`src/rtl/sdmac_dma_pkg.sv`:
```
package sdmac_dma_pkg;

    // SCSI side data
    typedef logic [7:0] scsi_byte_t;

    // Word handed to the memory side
    typedef logic [31:0] dma_word_t;

    // Bytes waiting in the pack buffer, 0 to 3
    typedef logic [1:0] byte_cnt_t;

    // Transfer control
    typedef enum logic {
        DMA_IDLE = 1'b0,  // No transfer
        DMA_RUN  = 1'b1   // Words being counted
    } dma_state_e;

endpackage

```
`src/rtl/sdmac_reg_pkg.sv`:
```
package sdmac_reg_pkg;

    // CPU side widths
    typedef logic [4:0]  reg_addr_t;   // Longword index, CPU addr[6:2]
    typedef logic [31:0] bus_data_t;   // CPU data bus
    typedef logic [1:0]  dawr_t;       // Acknowledge width code
    typedef logic [23:0] wtc_t;        // Word transfer count
    typedef logic [5:0]  cntr_t;       // Control register
    typedef logic [8:0]  istr_t;       // Interrupt status

    // Register map, byte offset is index * 4
    localparam reg_addr_t REG_DAWR   = 5'h00;  // Write only
    localparam reg_addr_t REG_WTC    = 5'h01;
    localparam reg_addr_t REG_CNTR   = 5'h02;
    localparam reg_addr_t REG_ST_DMA = 5'h04;  // Strobe
    localparam reg_addr_t REG_FLUSH  = 5'h05;  // Strobe
    localparam reg_addr_t REG_CINT   = 5'h06;  // Strobe
    localparam reg_addr_t REG_ISTR   = 5'h07;  // Read only
    localparam reg_addr_t REG_SP_DMA = 5'h0f;  // Strobe

    // CNTR bits
    localparam int CNTR_INTEN = 2;  // Interrupt enable

    // ISTR bits, the rest read as zero
    localparam int ISTR_INT_P   = 8;  // Any interrupt pending
    localparam int ISTR_INTS    = 7;  // SCSI chip interrupt seen
    localparam int ISTR_E_INT   = 6;  // End of transfer
    localparam int ISTR_FE      = 1;  // Pack buffer empty
    localparam int ISTR_DMA_ACT = 0;  // Transfer running

endpackage

```
`src/rtl/dma_counter.sv`:
```
`timescale 1ns/1ns

module dma_counter import sdmac_reg_pkg::*, sdmac_dma_pkg::*; (
    input  logic CLK,
    input  logic _AS,          // System reset
    input  logic st_dma,       // Start pulse
    input  logic sp_dma,       // Abort pulse
    input  wtc_t wtc,          // Words to move
    input  logic word_valid,   // One word finished
    output logic dma_run,
    output logic tc            // Terminal count pulse
);

    dma_state_e state;
    wtc_t       remain;    // Words still to come
    logic       last;      // Final word seen

    assign dma_run = (state == DMA_RUN);
    assign last    = word_valid && (remain == wtc_t'(1));

    always_ff @(posedge CLK or posedge _AS) begin
        if (_AS) begin
            state  <= DMA_IDLE;
            remain <= '0;
            tc     <= 1'b0;
        end else begin
            tc <= 1'b0;
            case (state)
                DMA_IDLE: begin
                    // Zero count never starts
                    if (st_dma && (wtc != '0)) begin
                        remain <= wtc;
                        state  <= DMA_RUN;
                    end
                end
                DMA_RUN: begin
                    if (sp_dma) begin
                        state <= DMA_IDLE;  // Abort, no tc
                    end else if (word_valid) begin
                        remain <= remain - wtc_t'(1);
                        if (last) begin
                            state <= DMA_IDLE;
                            tc    <= 1'b1;
                        end
                    end
                end
                default: state <= DMA_IDLE;
            endcase
        end
    end

endmodule

```
`src/rtl/int_status.sv`:
```
`timescale 1ns/1ns

module int_status import sdmac_reg_pkg::*; (
    input  logic  CLK,
    input  logic  _AS,         // System reset
    input  logic  tc,          // End of transfer pulse
    input  logic  scsi_int,    // Level from SCSI chip
    input  logic  clr_int,     // Clear strobe
    input  logic  buf_empty,
    input  logic  dma_run,
    input  logic  int_en,      // CNTR enable bit
    output istr_t istr,
    output logic  irq
);

    logic e_int;     // Sticky end of transfer
    logic ints;      // Sticky SCSI interrupt
    logic pending;

    assign pending = e_int || ints;

    // Set beats clear
    always_ff @(posedge CLK or posedge _AS) begin
        if (_AS) begin
            e_int <= 1'b0;
            ints  <= 1'b0;
            irq   <= 1'b0;
        end else begin
            e_int <= tc || (e_int && !clr_int);
            ints  <= scsi_int || (ints && !clr_int);
            irq   <= pending && int_en;
        end
    end

    // Status word
    always_comb begin
        istr               = '0;
        istr[ISTR_INT_P]   = pending;
        istr[ISTR_INTS]    = ints;
        istr[ISTR_E_INT]   = e_int;
        istr[ISTR_FE]      = buf_empty;  // Live
        istr[ISTR_DMA_ACT] = dma_run;    // Live
    end

endmodule

```
`src/rtl/scsi_pack.sv`:
```
`timescale 1ns/1ns

module scsi_pack import sdmac_dma_pkg::*; (
    input  logic       CLK,
    input  logic       _AS,         // System reset
    input  scsi_byte_t scsi_data,
    input  logic       scsi_drq,    // One pulse per byte
    input  logic       dma_run,     // Bytes only taken while running
    input  logic       flush,       // Push out a partial word
    output dma_word_t  word,
    output logic       word_valid,
    output logic       buf_empty
);

    dma_word_t sr;        // Byte shifter, newest byte at the bottom
    byte_cnt_t cnt;       // Bytes held
    logic      take;      // Byte accepted this edge
    logic      do_flush;  // Flush with something to send
    logic      full;      // Fourth byte arriving
    dma_word_t part;      // Held bytes moved to the top

    assign take     = scsi_drq && dma_run;
    assign do_flush = flush && (cnt != 2'd0);
    assign full     = take && (cnt == 2'd3);
    assign buf_empty = (cnt == 2'd0);

    // Left align the held bytes, zeros below
    always_comb begin
        case (cnt)
            2'd1:    part = {sr[7:0], 24'h0};
            2'd2:    part = {sr[15:0], 16'h0};
            2'd3:    part = {sr[23:0], 8'h0};
            default: part = '0;
        endcase
    end

    // Count and word strobe
    always_ff @(posedge CLK or posedge _AS) begin
        if (_AS) begin
            cnt        <= '0;
            word_valid <= 1'b0;
        end else begin
            word_valid <= do_flush || full;
            if (do_flush) begin
                // A byte on the same edge opens the next word
                cnt <= take ? 2'd1 : 2'd0;
            end else if (take) begin
                cnt <= cnt + 2'd1;  // Wraps to 0 on the fourth
            end
        end
    end

    // Data path
    always_ff @(posedge CLK) begin
        if (take) begin
            sr <= {sr[23:0], scsi_data};  // First byte ends up on top
        end
        if (do_flush) begin
            word <= part;
        end else if (full) begin
            word <= {sr[23:0], scsi_data};  // Big endian
        end
    end

endmodule

```
`src/rtl/sdmac_registers.sv`:
```
`timescale 1ns/1ns

module sdmac_registers import sdmac_reg_pkg::*; (
    input  logic      CLK,
    input  logic      _AS,      // System reset
    input  logic      sel,      // Chip select
    input  logic      ds,       // Data strobe
    input  logic      rw,       // High for read
    input  reg_addr_t addr,     // CPU addr[6:2]
    input  bus_data_t din,
    input  istr_t     istr,     // Live status from int_status
    output bus_data_t dout,
    output logic [1:0] dsack,
    output wtc_t      wtc,
    output logic      int_en,
    output logic      st_dma,
    output logic      flush,
    output logic      clr_int,
    output logic      sp_dma
);

    dawr_t     dawr;      // Acknowledge width, write only
    cntr_t     cntr;
    logic      busy;      // Inside a bus cycle
    logic      start;     // First edge of a cycle
    bus_data_t rd_data;

    // DAWR to dsack encoding
    function automatic logic [1:0] dsack_code(input dawr_t width);
        case (width)
            2'd1:    dsack_code = 2'b01;  // Byte port
            2'd2:    dsack_code = 2'b10;  // Word port
            default: dsack_code = 2'b11;  // Longword
        endcase
    endfunction

    // A cycle begins once per ds assertion
    assign start  = sel && ds && !busy;
    assign int_en = cntr[CNTR_INTEN];

    // Read mux, zero extended
    always_comb begin
        rd_data = '0;
        case (addr)
            REG_WTC:  rd_data = bus_data_t'(wtc);
            REG_CNTR: rd_data = bus_data_t'(cntr);
            REG_ISTR: rd_data = bus_data_t'(istr);   // Sampled at the start edge
            default:  rd_data = '0;                  // DAWR, strobes, unmapped
        endcase
    end

    // Cycle tracking and acknowledge
    always_ff @(posedge CLK or posedge _AS) begin
        if (_AS) begin
            busy  <= 1'b0;
            dsack <= 2'b00;
        end else if (start) begin
            busy  <= 1'b1;
            dsack <= dsack_code(dawr);  // Width in force before this access
        end else if (busy && !ds) begin
            // CPU has let go of ds
            busy  <= 1'b0;
            dsack <= 2'b00;
        end
    end

    // Stored registers and read data
    always_ff @(posedge CLK or posedge _AS) begin
        if (_AS) begin
            dawr <= '0;
            wtc  <= '0;
            cntr <= '0;
            dout <= '0;
        end else if (start) begin
            if (rw) begin
                dout <= rd_data;
            end else begin
                case (addr)
                    REG_DAWR: dawr <= dawr_t'(din);  // Upper bits dropped
                    REG_WTC:  wtc  <= wtc_t'(din);
                    REG_CNTR: cntr <= cntr_t'(din);
                    default:  ;                       // ISTR is read only
                endcase
            end
        end
    end

    // Strobe addresses, direction ignored
    always_ff @(posedge CLK or posedge _AS) begin
        if (_AS) begin
            st_dma  <= 1'b0;
            flush   <= 1'b0;
            clr_int <= 1'b0;
            sp_dma  <= 1'b0;
        end else begin
            st_dma  <= start && (addr == REG_ST_DMA);
            flush   <= start && (addr == REG_FLUSH);
            clr_int <= start && (addr == REG_CINT);
            sp_dma  <= start && (addr == REG_SP_DMA);  // One cycle each
        end
    end

endmodule

```
`src/rtl/sdmac_top.sv`:
```
`timescale 1ns/1ns

module sdmac_top import sdmac_reg_pkg::*, sdmac_dma_pkg::*; (
    input  logic       CLK,
    input  logic       _AS,          // System reset
    // CPU bus
    input  logic       sel,
    input  logic       ds,
    input  logic       rw,
    input  reg_addr_t  addr,
    input  bus_data_t  din,
    output bus_data_t  dout,
    output logic [1:0] dsack,
    // SCSI chip
    input  scsi_byte_t scsi_data,
    input  logic       scsi_drq,
    input  logic       scsi_int,
    // Memory side, no back-pressure
    output dma_word_t  word,
    output logic       word_valid,
    output logic       irq
);

    wtc_t  wtc;
    logic  int_en;
    logic  st_dma;
    logic  flush;
    logic  clr_int;
    logic  sp_dma;
    logic  dma_run;
    logic  tc;
    logic  buf_empty;
    istr_t istr;

    // CPU register slave
    sdmac_registers i_registers (
        .CLK    (CLK),
        ._AS    (_AS),
        .sel    (sel),
        .ds     (ds),
        .rw     (rw),
        .addr   (addr),
        .din    (din),
        .istr   (istr),
        .dout   (dout),
        .dsack  (dsack),
        .wtc    (wtc),
        .int_en (int_en),
        .st_dma (st_dma),
        .flush  (flush),
        .clr_int(clr_int),
        .sp_dma (sp_dma)
    );

    // Byte to word packer
    scsi_pack i_pack (
        .CLK       (CLK),
        ._AS       (_AS),
        .scsi_data (scsi_data),
        .scsi_drq  (scsi_drq),
        .dma_run   (dma_run),
        .flush     (flush),
        .word      (word),
        .word_valid(word_valid),
        .buf_empty (buf_empty)
    );

    dma_counter i_counter (
        .CLK       (CLK),
        ._AS       (_AS),
        .st_dma    (st_dma),
        .sp_dma    (sp_dma),
        .wtc       (wtc),
        .word_valid(word_valid),
        .dma_run   (dma_run),
        .tc        (tc)
    );

    int_status i_int (
        .CLK      (CLK),
        ._AS      (_AS),
        .tc       (tc),
        .scsi_int (scsi_int),
        .clr_int  (clr_int),
        .buf_empty(buf_empty),
        .dma_run  (dma_run),
        .int_en   (int_en),
        .istr     (istr),
        .irq      (irq)
    );

endmodule

```
`config.mk`:
```
export PLATFORM = sky130hd
export DESIGN_NAME = sdmac_top
export DESIGN_NICKNAME = d
export VERILOG_FILES = /design/src/rtl/sdmac_dma_pkg.sv /design/src/rtl/sdmac_reg_pkg.sv /design/src/rtl/dma_counter.sv /design/src/rtl/int_status.sv /design/src/rtl/scsi_pack.sv /design/src/rtl/sdmac_registers.sv /design/src/rtl/sdmac_top.sv
export SDC_FILE = /design/constraint.sdc
export NUM_CORES = 1
export LEC_CHECK = 0
export BUFFER_PORTS_ARGS = -buffer_cell sky130_fd_sc_hd__buf_2
export CORE_MARGIN = 1.5
export CORE_UTILIZATION = 45
export DETAILED_ROUTE_END_ITERATION = 10
export GPL_TIMING_DRIVEN = 0
export PLACE_DENSITY = 0.79
export SYNTH_ARGS = -nofsm -noshare
export SYNTH_HDL_FRONTEND = slang
export SYNTH_SLANG_ARGS = --single-unit
```
`constraint.sdc`:
```
create_clock -name CLK -period 2.9 [get_ports CLK]
set_clock_uncertainty 0.15 [all_clocks]
set_input_delay 0.145 -clock CLK [delete_from_list [all_inputs] [get_ports CLK]]
set_output_delay 0.145 -clock CLK [all_outputs]
set_load 0.01 [all_outputs]
```
==> flow_summary.toml <==
[layout]
fin_util_pct = 60.0
diodes = 0
multi_input_area_um2 = 2320
finalNetCount = 775
seq_area_um2 = 4060
area_delta_synth_final_pct = 28.8
num-fill-cells = 1061
final_cells = 910
drive_above_1_share_pct = 26.7

[synth]
synth_edf_count = 56
yosysSeqAreaShare_pct = 62.0
synth-seq-cells = 151
ys_warn_count = 0
yosys.cell_types.count = 52
ys.flop_type = "dfrtp_1"
syn_inst = 540
synth_area_um2 = 6550
async_reset_ff_share_pct = 62.9
syn_area_per_cell_um2 = 12.1

[clock_tree]
cts_buffers = 17
clock_sinks = 151
cts-root-buf = "clkbuf_16"
clock_path_buffers = 2
htree_num_levels = 4
insertion_delay_ns = 0.42
cts_tree = "yes"
clk_pin_slew_worst_paths_ns = 0.06

[critical_path]
r2r_cells = 6
reg2reg_to = "i_counter.remain[2]"
critPathMaxFanout = 10
end_kind = "flip-flop"
r2r_setup_slack_ns = -0.02
cp-start-kind = "flip-flop"
path_class = "flip-flop to flip-flop"
r2r-start = "i_registers.wtc[22]"
required_ns = 3.06
cp.arrival_ns = 3.08

[flow_run]
cap_violations = 0

[floorplanning]
core_um2 = 14000
num_io_pins = 120
rows = 43
initial_core_util_pct = 46.6
die_h_um = 124
die_x_um = 124
die-area_um2 = 15300

[outcome]
violations = "setup timing"
status = "finished with violations"

[global_route]
antenna_found_initial = 0
grt_pass1_wl_um = 25800
grt-ovfl-total = 0
grt_max_degree = 54
grt_pass1_vias = 5260
grt_usage_pct = 22.3

[placement]
dp_hpwl_um = 10700
dp.cells = 831
gp_congestion = 0.908
placement.io_buffers = 103

[routing]
vias = 5229
post-route-drc-count = 0
wl_per_cell_um = 18.0
totalWireLength_um = 16400
firstDrtPassIters = 6
drt-vias-per-instance = 5.75
ant_nets = 0
drtIter0Drc = 669

[timing]
fin_crit_sh_pct = 101
maxSlewViolCount = 0
worst_slack_ns = -0.0175
min_period_ns = 2.92
worst_slew_margin_rel_pct = 6.78
hold_viol_final = 0
worst_pin_slew_ns = 1.39
setup_violations = 1
max_freq_mhz = 343

[power]
vdd_drop_max_mv = 0.494
cellPowerDensity_nw_per_um2 = 676
p_leak_nw = 3.77

[hold_path]
min_path_type = "input port to async pin"
cell families after synthesis:
family          count (synthesis)  share of synthesized area, %
simple gates                  160                          12.4
compound gates                138                          15.0
other cells                     1                        0.0573
mux                            35                          5.96
flops                         151                          62.0
buf+inv                        48                          3.33
xor+xnor                        1                         0.134
fa+ha+maj                       6                          1.15
placed cells by master, fill, tap and decap left out, types with 3 or more instances in the layout:
master and instances:
or3_1 3, a22oi_1 15, edfxtp_1 56, a22o_1 25, a31oi_1 4, nand2b_1 8, ha_1 6, clkbuf_1 25
dlygate4sd3_1 46, a21o_1 4, conb_1 8, nor2b_1 8, or2_2 4, buf_4 8, inv_6 4, mux2_2 32
mux2i_1 3, nor2_1 24, inv_8 3, o21a_1 5, nor4_1 13, nor3_1 11, buf_2 103, inv_1 13
a21oi_1 18, dfrtp_1 95, nand2_1 51, o32a_1 3, clkbuf_16 17, o22a_1 10, o21ai_0 34, a41oi_1 4
nand3_1 5, and2_1 18
synth_stat cells (5+ instances only):
cell type  number  area [µm²]
buf_4           8        60.1
o21ai_0        34         170
a21oi_1        18        90.1
clkbuf_1       24        90.1
nand2_1        52         195
a22oi_1        15         113
mux2_2         32         360
nand2b_1        8        50.1
o21a_1          5        37.5
dfrtp_1        95        2380
inv_1          15        56.3
and2_1         18         113
nand3_1         5        25.0
nor3_1         12        60.1
nor2_1         24        90.1
nor4_1         14        87.6
nor2b_1         8        50.1
edfxtp_1       56        1680
ha_1            6        75.1
o22a_1         10        87.6
a22o_1         25         219
worst max path at each step:
stage / startpoint / end / cells after the start / slack (ns)
after CTS: i_registers.wtc[23] / i_counter.remain[2] / 6 / 0.05
after global routing: i_registers.wtc[22] / i_counter.remain[2] / 6 / -0.11
final: i_registers.wtc[22] / i_counter.remain[2] / 6 / -0.02
after global placement: _AS / i_registers.dout[3] / 2 / -0.82
after detailed placement: i_counter.dma_run / i_pack.word[23] / 6 / -0.69
after floorplan: i_counter.dma_run / i_pack.word[0] / 6 / 0.08
repair_timing:
action	in CTS	in global routing
hold buffers	46	0
setup buffers	0	0
gates resized for setup	4	2
gates cloned	0	1
endpoints found under the hold margin	101	0
setup endpoints to repair	34	55
through the flow:
stage / hold slack (ns) / setup WS, ns / power [mW] / cell area (µm²) / setup TNS [ns]
global route: 0.255 / -0.110 / 5.93 / 8430 / -0.773
detailed placement: 0.0854 / -0.691 / 3.43 / 7340 / -22.59
finish: 0.198 / -0.0175 / 5.70 / 8430 / -0.0175
CTS: 0.183 / 0.0541 / 5.68 / 8410 / 0
global placement: 0.188 / -0.822 / 3.38 / 7310 / -97.14
floorplan: 0.0658 / 0.0789 / 3.14 / 6570 / 0
power breakdown:
| part | internal [mW] | leakage, nW | total (mW) | switching, mW |
|---|---|---|---|---|
| clock network | 1.29 | 0.288 | 2.21 | 0.914 |
| logic | 0.413 | 1.68 | 0.994 | 0.581 |
| registers | 2.35 | 1.80 | 2.50 | 0.145 |
sequential cells by signal (all words and copies together) (netlist names), 2 cells and up:
signal / cells
i_registers.wtc: 24
i_pack.word: 32
i_pack.cnt: 2
i_registers.cntr: 6
i_registers.dawr: 2
i_pack.sr: 24
i_registers.dsack: 2
i_counter.remain: 24
i_registers.dout: 24
cell type report:
class / instances / area share, %
plain buffers: 33 / 1.91
clock buffers: 18 / 5.09
clock inverters: 14 / 1.94
inverters: 15 / 0.742
multi-input cells: 348 / 27.5
flip-flops and latches: 151 / 48.2
well taps: 180 / 2.67
repair buffers: 150 / 11.9
repair inverters: 1 / 0.0594
worst max-delay path: stages, from the launching register on:
cell and delay, ns:
dfrtp_1 0.42, nor4_1 0.66, a41oi_1 0.25, nor3_2 0.52
clkbuf_1 0.47, a21oi_1 0.12, o22a_1 0.21
per-layer routing:
layer | up-vias | share of wire [%] | global-route usage (%)
li1 | 2344 | - | -
met1 | 2549 | 39 | 26.5
met2 | 290 | 51 | 37.8
met3 | 46 | 7.2 | 4.95
met4 | 0 | 2.5 | 11.8
met5 | - | 0 | 0
No activity file was read; power rests on OpenSTA's default activity.
